`src/logic/decode_pkg.sv`:
```
// shared definitions for the MMIX dispatch-stage decoder
// opcode and internal-op enums, operand flag masks, ring size
// operand spec, destination, fetch and control word structs
// register rule helper used for Y, Z and X operands
package decode_pkg;

	localparam int lring_size = 256;                       // local register ring entries
	localparam logic [7:0] lring_mask = 8'(lring_size - 1); // wraps ring addresses

	typedef logic [7:0] flags_t;

	// operand flag masks, one bit each
	localparam flags_t z_imm_bit    = 8'h01;
	localparam flags_t z_reg_bit    = 8'h02;
	localparam flags_t y_imm_bit    = 8'h04;
	localparam flags_t y_reg_bit    = 8'h08;
	localparam flags_t x_src_bit    = 8'h10;
	localparam flags_t x_dest_bit   = 8'h20;
	localparam flags_t rel_addr_bit = 8'h40; // YZ or XYZ is a relative address

	// kept opcodes, group bounds named where the classifier needs them
	typedef enum logic [7:0] {
		op_trap  = 8'h00,
		op_add   = 8'h20, op_addi  = 8'h21, op_addu = 8'h22, op_addui = 8'h23,
		op_sub   = 8'h24, op_subi  = 8'h25, op_subu = 8'h26, op_subui = 8'h27,
		op_cmp   = 8'h30, op_cmpi  = 8'h31, op_cmpu = 8'h32, op_cmpui = 8'h33,
		op_neg   = 8'h34, op_negi  = 8'h35, op_negu = 8'h36, op_negui = 8'h37,
		op_sl    = 8'h38, op_sli   = 8'h39, op_slu  = 8'h3a, op_slui  = 8'h3b,
		op_sr    = 8'h3c, op_sri   = 8'h3d, op_sru  = 8'h3e, op_srui  = 8'h3f,
		op_bn    = 8'h40, op_bevb  = 8'h4f,  // BN .. BEVB
		op_pbn   = 8'h50, op_pbevb = 8'h5f,  // PBN .. PBEVB
		op_or    = 8'hc0, op_nxori = 8'hcf,  // OR .. NXORI
		op_seth  = 8'he0, op_setl  = 8'he3,
		op_inch  = 8'he4, op_incl  = 8'he7,
		op_orh   = 8'he8, op_orl   = 8'heb,
		op_andnh = 8'hec, op_andnl = 8'hef,
		op_jmp   = 8'hf0, op_jmpb  = 8'hf1
	} mmix_opcode;

	typedef enum logic [4:0] {
		trap, add, addu, sub, subu, cmp, cmpu, shl, shlu, shr, shru,
		br, pbr, set, or_, orn, nor_, xor_, and_, andn, nand_, nxor,
		jmp, incrl
	} internal_op_t;

	typedef enum logic [1:0] {
		src_none   = 2'd0, // constant held in value
		src_global = 2'd1,
		src_local  = 2'd2
	} src_kind_t;

	typedef struct packed {
		logic [63:0] value;
		src_kind_t   kind;
		logic [7:0]  addr;
	} spec_t;

	typedef struct packed {
		logic       ren;  // register gets renamed
		src_kind_t  kind;
		logic [7:0] addr;
	} dest_t;

	typedef struct packed {
		logic [63:0] loc;
		logic [31:0] inst;
	} fetch_t;

	typedef struct packed {
		logic [63:0]  loc;
		internal_op_t i;
		logic         interim; // inserted word, not from the fetch
		dest_t        x;
		spec_t        b;       // X as a source
		spec_t        y;
		spec_t        z;
	} control_t;

	typedef enum logic [1:0] {st_idle, st_full, st_grow} fsm_state_t;

	// global at or above rG, local below rL, marginal reads as zero
	function automatic spec_t reg_spec(input logic [7:0] r, input logic [7:0] g,
		input logic [7:0] l, input logic [7:0] o);
		spec_t s;
		s = '0;
		if (r >= g) begin
			s.kind = src_global;
			s.addr = r;
		end else if (r < l) begin
			s.kind = src_local;
			s.addr = (o + r) & lring_mask; // wraps on the ring
		end
		return s;
	endfunction

endpackage

```
`src/logic/dispatch_fsm.sv`:
```
// dispatch state machine and output control register
// decides between incrl insertion and the real word
// valid/ready on both sides at one word per cycle when unstalled
`timescale 1ns/1ps

module dispatch_fsm
	import decode_pkg::*;
(
	input  logic         clk,
	input  logic         rst,
	input  fetch_t       head,
	input  logic         in_valid,
	output logic         in_ready,
	input  internal_op_t i,
	input  flags_t       f,
	input  spec_t        y,
	input  spec_t        z,
	input  logic [7:0]   g,
	input  logic [7:0]   l,
	input  logic [7:0]   o,
	output logic         grow,
	output control_t     ctl,
	output logic         out_valid,
	input  logic         out_ready
);

	fsm_state_t state;
	logic       up;       // high from the first cycle out of reset
	logic [7:0] xx;
	spec_t      x_spec;   // X through the register rule
	logic       marginal; // l <= X < g needs an incrl first
	logic       can_load; // slot empty or draining this edge
	logic       load;
	control_t   word;

	assign xx       = head.inst[23:16];
	assign x_spec   = reg_spec(xx, g, l, o);
	assign marginal = in_valid && ((f & x_dest_bit) != '0) && (xx >= l) && (xx < g);

	assign out_valid = state != st_idle;
	assign can_load  = up && (!out_valid || out_ready);
	assign load      = can_load && in_valid;
	assign grow      = load && marginal;
	assign in_ready  = can_load && !marginal; // fetch held while incrls go out

	always_comb begin
		word     = '0;
		word.loc = head.loc;
		if (marginal) begin
			word.i       = incrl;
			word.interim = 1'b1;
			word.x.ren   = 1'b1;
			word.x.kind  = src_local;
			word.x.addr  = (o + l) & lring_mask; // next ring slot
		end else begin
			word.i = i;
			if ((f & x_dest_bit) != '0) begin
				word.x.ren  = 1'b1;
				word.x.kind = x_spec.kind; // never none here
				word.x.addr = x_spec.addr;
			end
			if ((f & x_src_bit) != '0)
				word.b = x_spec;
			word.y = y;
			word.z = z;
		end
	end

	always_ff @(posedge clk) begin
		if (rst) begin
			state <= st_idle;
			up    <= 1'b0;
		end else begin
			up <= 1'b1;
			if (load)
				state <= marginal ? st_grow : st_full;
			else if (out_ready)
				state <= st_idle; // drained with nothing behind
		end
	end

	always_ff @(posedge clk) begin
		if (load)
			ctl <= word; // reloads on the same edge it drains
	end

	// a stalled word stays put until taken
	a_ctl_hold: assert property (@(posedge clk) disable iff (rst)
		out_valid && !out_ready |=> out_valid && $stable(ctl))
		else $error("control word changed while stalled");

	// after an incrl the same fetch must still be offered
	a_fetch_held: assert property (@(posedge clk) disable iff (rst)
		state == st_grow |-> in_valid && $stable(head))
		else $error("fetch dropped or changed during incrl insertion");

endmodule

```
`src/logic/inst_decoder.sv`:
```
// dispatch-stage instruction decoder top
// classifier, Y/Z operand decoder, rL counter and dispatch FSM
`timescale 1ns/1ps

module inst_decoder
	import decode_pkg::*;
(
	input  logic       clk,
	input  logic       rst,
	input  fetch_t     head,
	input  logic       in_valid,
	output logic       in_ready,
	input  logic [7:0] g,
	input  logic [7:0] o,
	output logic [7:0] l,
	output control_t   ctl,
	output logic       out_valid,
	input  logic       out_ready
);

	mmix_opcode   op;
	internal_op_t i;
	flags_t       f;
	spec_t        y;
	spec_t        z;
	logic         grow; // one incrl issued

	assign op = mmix_opcode'(head.inst[31:24]);

	op_classifier u_cls (
		.op (op),
		.i  (i),
		.f  (f)
	);

	yz_operand_decoder u_yz (
		.head (head),
		.f    (f),
		.g    (g),
		.l    (l),
		.o    (o),
		.y    (y),
		.z    (z)
	);

	local_count u_rl (
		.clk (clk),
		.rst (rst),
		.inc (grow),
		.g   (g),
		.l   (l)
	);

	dispatch_fsm u_fsm (
		.clk       (clk),
		.rst       (rst),
		.head      (head),
		.in_valid  (in_valid),
		.in_ready  (in_ready),
		.i         (i),
		.f         (f),
		.y         (y),
		.z         (z),
		.g         (g),
		.l         (l),
		.o         (o),
		.grow      (grow),
		.ctl       (ctl),
		.out_valid (out_valid),
		.out_ready (out_ready)
	);

endmodule

```
`src/logic/local_count.sv`:
```
// rL counter
// grows by one per inserted incrl word
`timescale 1ns/1ps

module local_count (
	input  logic       clk,
	input  logic       rst,
	input  logic       inc,
	input  logic [7:0] g,
	output logic [7:0] l
);

	always_ff @(posedge clk) begin
		if (rst)
			l <= 8'd0;
		else if (inc)
			l <= l + 8'd1; // new rL seen the cycle after the pulse
	end

	// rL may never pass rG, the FSM only grows toward a marginal X
	a_l_below_g: assert property (@(posedge clk) disable iff (rst) inc |-> l != g)
		else $error("rL grown past rG");

endmodule

```
`src/logic/op_classifier.sv`:
```
// opcode classifier
// maps an MMIX opcode to its internal op and operand flags
// opcodes outside the kept groups decode as TRAP
`timescale 1ns/1ps

module op_classifier
	import decode_pkg::*;
(
	input  mmix_opcode   op,
	output internal_op_t i,
	output flags_t       f
);

	localparam flags_t trap_flags = y_reg_bit | z_reg_bit; // TRAP reads Y and Z

	flags_t zf;  // odd opcodes take Z as immediate
	flags_t xyz; // usual three-operand form

	assign zf  = op[0] ? z_imm_bit : z_reg_bit;
	assign xyz = x_dest_bit | y_reg_bit | zf;

	always_comb begin
		i = trap;
		f = trap_flags;
		case (op) inside
			[op_add:op_subui]: begin
				f = xyz;
				case (op[2:1])
					2'd0: i = add;
					2'd1: i = addu;
					2'd2: i = sub;
					default: i = subu;
				endcase
			end
			[op_cmp:op_cmpui]: begin
				f = xyz;
				i = op[1] ? cmpu : cmp;
			end
			[op_neg:op_negui]: begin
				f = x_dest_bit | y_imm_bit | zf; // Y is the constant minuend
				i = op[1] ? subu : sub;
			end
			[op_sl:op_srui]: begin
				f = xyz;
				case (op[2:1])
					2'd0: i = shl;
					2'd1: i = shlu;
					2'd2: i = shr;
					default: i = shru;
				endcase
			end
			[op_bn:op_bevb]: begin
				f = x_src_bit | rel_addr_bit; // X is the tested register
				i = br;
			end
			[op_pbn:op_pbevb]: begin
				f = x_src_bit | rel_addr_bit;
				i = pbr;
			end
			[op_or:op_nxori]: begin
				f = xyz;
				case (op[3:1])
					3'd0: i = or_;
					3'd1: i = orn;
					3'd2: i = nor_;
					3'd3: i = xor_;
					3'd4: i = and_;
					3'd5: i = andn;
					3'd6: i = nand_;
					default: i = nxor;
				endcase
			end
			[op_seth:op_setl]: begin
				f = x_dest_bit; // wyde goes straight into X
				i = set;
			end
			[op_inch:op_incl]: begin
				f = x_dest_bit | x_src_bit;
				i = addu;
			end
			[op_orh:op_orl]: begin
				f = x_dest_bit | x_src_bit;
				i = or_;
			end
			[op_andnh:op_andnl]: begin
				f = x_dest_bit | x_src_bit;
				i = andn;
			end
			op_jmp, op_jmpb: begin
				f = rel_addr_bit;
				i = jmp;
			end
			default: ; // unsupported, stays TRAP
		endcase
	end

endmodule

```
`src/logic/yz_operand_decoder.sv`:
```
// Y and Z operand decoder
// relative branch and jump targets, wyde constants of E0..EF
// immediate or register operand specs by the register rule
`timescale 1ns/1ps

module yz_operand_decoder
	import decode_pkg::*;
(
	input  fetch_t     head,
	input  flags_t     f,
	input  logic [7:0] g,
	input  logic [7:0] l,
	input  logic [7:0] o,
	output spec_t      y,
	output spec_t      z
);

	logic [7:0]  op;
	logic [7:0]  yy;
	logic [7:0]  zz;
	logic [15:0] yz;      // wyde / branch offset field
	logic [63:0] rel_off; // target offset in bytes
	logic        is_jmp;

	assign op = head.inst[31:24];
	assign yy = head.inst[15:8];
	assign zz = head.inst[7:0];
	assign yz = head.inst[15:0];

	assign is_jmp = {op[7:1], 1'b0} == op_jmp;

	// backward forms are the odd opcodes, so op[0] is the sign
	assign rel_off = is_jmp ? {{38{op[0]}}, head.inst[23:0], 2'b00}
	                        : {{46{op[0]}}, yz, 2'b00};

	always_comb begin
		y = '0;
		z = '0;
		if ((f & rel_addr_bit) != '0) begin
			y.value = head.loc + 64'd4; // return / fall-through address
			z.value = head.loc + rel_off;
		end else begin
			if (op[7:4] == 4'he)
				z.value = {48'd0, yz} << {~op[1:0], 4'h0}; // H, MH, ML, L
			else if ((f & z_imm_bit) != '0)
				z.value = {56'd0, zz};
			else if ((f & z_reg_bit) != '0)
				z = reg_spec(zz, g, l, o);

			if ((f & y_imm_bit) != '0)
				y.value = {56'd0, yy};
			else if ((f & y_reg_bit) != '0)
				y = reg_spec(yy, g, l, o);
		end
	end

endmodule

```
`config.mk`:
```
export PLATFORM = sky130hd
export DESIGN_NAME = inst_decoder
export DESIGN_NICKNAME = d
export VERILOG_FILES = /design/src/logic/decode_pkg.sv /design/src/logic/dispatch_fsm.sv /design/src/logic/inst_decoder.sv /design/src/logic/local_count.sv /design/src/logic/op_classifier.sv /design/src/logic/yz_operand_decoder.sv
export SDC_FILE = /design/constraint.sdc
export NUM_CORES = 1
export LEC_CHECK = 0
export BUFFER_PORTS_ARGS = -buffer_cell sky130_fd_sc_hd__buf_2
export CORE_ASPECT_RATIO = 1.5
export CORE_MARGIN = 2
export CORE_UTILIZATION = 58
export DETAILED_ROUTE_END_ITERATION = 12
export PLACE_DENSITY = 0.88
export SLEW_MARGIN = 20
export SYNTH_ARGS = -nofsm -noshare
export SYNTH_HDL_FRONTEND = slang
export SYNTH_SLANG_ARGS = --single-unit
```
`constraint.sdc`:
```
create_clock -name clk -period 31.8 [get_ports clk]
set_input_delay 3.18 -clock clk [delete_from_list [all_inputs] [get_ports clk]]
set_output_delay 3.18 -clock clk [all_outputs]
set_load 0.02 [all_outputs]
```
# Word level (Yosys, flattened, before mapping)
# Cells that the tools add are included.
op_classes:
  addsub: 7
  magnitude_cmp: 30
  eq_ne: 12
  n_shift: 1
  mux: 49
  bitwise_logic: 5
  n_reduce_logical: 32
op_table:
  columns: ["cell", "count"]
  rows:
  - ["64-bit 2-to-1 mux", 3]
  - ["7-bit 2-to-1 mux", 12]
  - ["64-bit by 3-bit adder with 64-bit output, second input constant", 1]
  - ["64-bit adder", 1]
  - ["16-bit by 6-bit left shift with 64-bit output", 1]
  - ["5-bit 2-to-1 mux", 12]
  - ["8-bit greater-or-equal comparator, second input constant", 5]
  - ["8-bit <= comparator, second input constant", 5]
  - ["10-bit 2-to-1 mux", 4]
  - ["5-bit one-hot mux with 7 select lines", 1]
  - ["8-bit adder", 4]
  - ["8-bit by 6-bit greater-or-equal comparator with 1-bit output, second input constant", 4]
  - ["8-bit greater-or-equal comparator", 4]
  - ["8-bit by 6-bit <= comparator with 1-bit output, second input constant", 4]
  - ["8-bit < comparator", 4]
  - ["26-bit 2-to-1 mux", 1]
  - ["8-bit 2-to-1 mux", 3]
  - ["1-bit logical AND", 18]
  - ["9-bit 2-to-1 mux", 2]
  - ["8-bit == test, second input constant", 2]
  - ["8-bit by 7-bit greater-or-equal comparator with 1-bit output, second input constant", 2]
  - ["8-bit by 7-bit <= comparator with 1-bit output, second input constant", 2]
  - ["4-bit one-hot mux with 3 select lines", 1]
  - ["11-bit 2-to-1 mux", 1]
  - ["other kinds (23)", 39]
word_totals:
  reg_bits: 314
  in_bits: 116
  wordCells: 157

# Depth between registers and ports, before layout
depth:
  word_depth: 19
  mapped_depth: 18
  mapped_depth_nobuf: 15

# Modules after synthesis
# Synthesis repeated with hierarchy kept, for this count alone.
hier_totals:
  cells_unflattened: 1925
  hier_area_um2: 18461.5
by_module_without_submodules:
  columns: ["module", "instances", "cells_per_inst", "area_each_um2", "seq_area_each_um2"]
  rows:
  - ["dispatch_fsm", 1, 671, 10233.6, 7236.9]
  - ["yz_operand_decoder", 1, 1125, 7339.5, 0.0]
  - ["op_classifier", 1, 92, 549.3, 0.0]
  - ["local_count", 1, 37, 339.1, 160.2]

# Worst setup path before layout
# No wires, ideal clock.
synth_timing:
  path_type: "input-to-reg"
  from: "input port out_ready"
  to: "register u_fsm.ctl[0] (netlist name)"
  arrival_time_ps: 13273
  slack_ps: 17682
  cell_stages: 2
  path_buffers: 0
  cell_sequence: "o21ai_0 nor2_1"
synth_between:
  elab_chain_len: 3
synth_lines:
  columns: ["item", "line_no", "text"]
  rows:
  - ["start: declaration", "inst_decoder.sv:18", "input logic out_ready"]
  - ["1-bit logical OR", "dispatch_fsm.sv:41", "assign can_load = up && (!out_valid || out_ready);"]
  - ["1-bit logical AND", "dispatch_fsm.sv:41", null]
  - ["1-bit logical AND", "dispatch_fsm.sv:42", "assign load = can_load && in_valid;"]
  - ["net u_fsm.load", "dispatch_fsm.sv:33", "logic load;"]
# The timed path passes the listed nets, and every way through them passes these cells.
# A chain may end at the register's enable or synchronous reset.

# Worst setup path after layout
layout_timing:
  from: "input port head[17] (netlist name)"
  to: "output port in_ready"
layout_between:
  elab_chain_len: 5
  word_cells_on_any_way: 6
  cone_classes: "order compare: 2; reduce/logical: 4"
layout_lines:
  columns: ["item", "line_no", "text"]
  rows:
  - ["start: declaration", "inst_decoder.sv:10", "input fetch_t head,"]
  - ["8-bit greater-or-equal comparator", "dispatch_fsm.sv:38", "assign marginal = in_valid && ((f & x_dest_bit) != '0) && (xx >= l) && (xx < g);"]
  - ["1-bit logical AND", "dispatch_fsm.sv:38", null]
  - ["1-bit logical AND *", "dispatch_fsm.sv:38", null]
  - ["1-bit logical NOT *", "dispatch_fsm.sv:44", "assign in_ready = can_load && !marginal;"]
  - ["1-bit logical AND *", "dispatch_fsm.sv:44", null]
  - ["end: declaration", "inst_decoder.sv:12", "output logic in_ready,"]
# Every way passes the cells marked *; elsewhere a longest branch is shown, timed or not.

==> reports/metrics.cfg <==
[floorplan]
height_of_the_die_um=213.7
die_area_mm2=0.03072
num_io_pins=429
rows=76
design.core.area_mm2=0.02881
die_x_um=143.8
floorplan.initialDensity_pct=59.00

[yosys]
muxShareOfSynthArea_pct=0.3606
synth_xor_area_share_pct=7.367
synth_edf_count=239
seq_area_frac_synth_pct=43.51
yosys_warnings=0
ys.flop_type=edfxtp_1
synth_compound_area_share_pct=16.80
synth-simple-area-share_pct=15.60
syn-instance-count=1708
synth_area_leaders=edfxtp_1, ha_1, nor2_1
post-synth-top-area-fraction_pct=42.22
synth_area_mm2=0.01700
yosysTopAreaCell=edfxtp_1
asyncSetResetFlopFracSynth_pct=0
main_combinational_cell_family_by_area_after_synthesis=compound AO/OA/AOI/OAI gates
postSynthAreaPerCell_um2=9.953
synth_cell_type_count=73
synth-adder-area-share_pct=11.04
synth.ff_latch_count=250

[finish]
n_antenna_cell=0
area.growth.synth_to_final_pct=16.19
nets=2314
nFillCells=2248
drive_gt1_share_pct=21.44

[sta]
setup-tns-final_ps=0
grt_setup_unrepaired=no
setup_viol=0
final_max_slew_viol_count=0
worst_setup_skew_after_layout_ps=43.99
min_period_over_period_pct=29.23
timing.final.hold_violations=0
max_slew_margin_pct=23.62
final_worst_path_period_need_ps=9294
worstMarginPinSlew_ps=1136
clock.fmax_ghz=0.1076

[clock_tree]
cts.reportedPaths.clkPinSlew_ps=70
numCtsBuffers=23
postCtsHoldBufs=0
cts-root-to-sink-buffers=3
ctsHtreeMaxLevel=1
cts_tree=done
clock-sinks=250
worst_skew_pair.late_latency_ps=570
post_cts_resize_count=0
cts.repair_timing.setup_buffer_count=0
clock-root-buffer=clkbuf_16

[setup_path]
data_arrival_at_the_endpoint_of_the_critical_path_ps=6110
worst_setup_path_end_kind=primary output
reg2reg_slack_ps=26870
maximum_fanout_along_the_worst_path=18
timing.reg2reg.worst_path_depth=12
rr_endpoint=u_fsm.ctl[2]$_SDFFCE_PP0P_
r2r-start=u_rl.l[1]$_SDFFE_PP0P_
critPathLaunchType=input port
worst_ep_required_time_ps=28620
critical_path_class=input port to primary output

[hold_path]
worstHoldPathType=flop to flop
min_from=u_fsm.state[1]$_SDFFE_PP0P_
number_of_stages_on_the_worst_hold_path=2
worstHoldEndpoint=u_fsm.state[1]$_SDFFE_PP0P_

[global_routing]
first_global_vias=14728
grt_first_pass_wirelength_um=81590
grt_max_degree=90
globalRoute.totalOverflow=0
global_route.usage.total_pct=35.10
grt_antenna_before_repair=1

[outcome]
run_status=complete, no violations

[placement]
port_buffers=364
hpwl_um=41960
gp_congestion=0.9863

[drt]
detailroute.via_count=15268
vias_per_cell=6.217
antenna_violating_nets_post_route=0
drt_wl_total_um=55640
drc=0
firstDrtPassIters=8
wirelength_per_cell_um=22.65
drt_first_iter_violations=1400

[power]
vdd_ir_drop_max_uv=38.05
power.density_cell_area_mw_per_mm2=44.28
report.power.total_uw=874.6
power.leakage_uw=0.008495

[run]
timing.max_cap.violations=0

-- where the power goes --
group / switching (µW) / total (µW) / internal, µW
Combinational: 140 / 211 / 70.7
Sequential: 3.50 / 380 / 377
Clock: 125 / 283 / 158
-- state kept, by name, indices dropped and copies added (netlist names) --
name,count
u_fsm.ctl,239
u_fsm.state,2
u_rl.l,8
u_fsm.up,1
-- cells by family (layout without fill, tap and decap cells) --
family	Yosys count	after routing
DFF	250	250
and+or+nand+nor	549	549
adders and majority gates	147	147
AOI/OAI and AO/OA	438	438
buffers and inverters	174	469
muxes	6	6
xor gates and xnor gates	143	143
other	1	64
-- cells in the final DEF (no fill, tap or decap), types with 16 or more instances in the layout --
| cell | netlist | layout |
|---|---|---|
| a21o_1 | 51 | 51 |
| a21oi_1 | 115 | 115 |
| a22o_1 | 29 | 29 |
| a22oi_1 | 34 | 34 |
| buf_2 | 4 | 364 |
| clkbuf_16 | 0 | 23 |
| conb_1 | 1 | 64 |
| edfxtp_1 | 239 | 239 |
| ha_1 | 142 | 142 |
| inv_1 | 52 | 52 |
| nand2_1 | 130 | 130 |
| nand2b_1 | 17 | 17 |
| nand3_1 | 43 | 43 |
| nand4_1 | 41 | 41 |
| nor2_1 | 198 | 197 |
| nor2b_1 | 20 | 20 |
| nor3_1 | 24 | 24 |
| o21ai_0 | 92 | 91 |
| o21bai_1 | 16 | 16 |
| xnor2_1 | 65 | 65 |
| xor2_1 | 78 | 78 |
-- cells in the mapped netlist (24+ instances only) --
library cell,n
nor3_1,24
nand3_1,43
inv_1,52
clkbuf_1,48
edfxtp_1,239
xor2_1,78
nand2_1,130
nand4_1,41
a21o_1,51
buf_4,65
a22oi_1,34
xnor2_1,65
o21ai_0,92
ha_1,142
a21oi_1,115
a22o_1,29
nor2_1,198
-- metrics by stage --
step	hold WS, ps	instance area (µm²)	utilization [%]	cells	worst slack (ps)
2_1_floorplan	457.1	17240	-	1771	17680
3_3_place_gp	470.4	18960	65.81	2415	22660
3_5_place_dp	508.1	18960	65.81	2415	22590
4_1_cts	525.5	19730	68.46	2455	22580
5_1_grt	556.4	19750	68.56	2456	22350
6_report	528.6	19750	68.56	2456	22510
-- per-layer routing --
| layer | wire, µm | vias up | GRT usage, % |
|---|---|---|---|
| li1 | - | 6874 | - |
| met1 | 18260 | 7175 | 37.52 |
| met2 | 28150 | 970 | 62.40 |
| met3 | 4684 | 249 | 5.382 |
| met4 | 4544 | 0 | 25.52 |
| met5 | 0 | - | 0 |
-- layout make-up --
type / instances / area, µm² / area share [%]
Clock buffer: 33 / 683.2 / 3.459
Multi-Input combinational cell: 1347 / 8970 / 45.41
Tap cell: 390 / 488.0 / 2.470
Clock inverter: 7 / 80.08 / 0.4054
Inverter: 52 / 195.2 / 0.9882
Sequential cell: 250 / 7397 / 37.45
Timing Repair Buffer: 377 / 1939 / 9.818
-- worst max path at each step --
| stage | startpoint | endpoint | slack [ps] | depth (start not counted) |
|---|---|---|---|---|
| 2_1_floorplan | out_ready | u_fsm.ctl[0]$_SDFFCE_PP0P_ | 17680 | 2 |
| 3_3_place_gp | head[17] | in_ready | 22660 | 11 |
| 3_5_place_dp | head[17] | in_ready | 22590 | 11 |
| 4_1_cts | head[17] | in_ready | 22580 | 11 |
| 5_1_grt | head[17] | in_ready | 22350 | 11 |
| 6_report | head[17] | in_ready | 22510 | 11 |
-- critical path, cell delays in order --
cell and delay [ps]:
buf_2 150, ha_1 310, nor2b_1 130, o21a_1 160, o21ai_0 230, a31oi_1 140, o2111ai_2 670, nand2b_1 650
inv_1 130, nor2_1 150, buf_2 190
No activity file was read; power rests on OpenSTA's default activity.
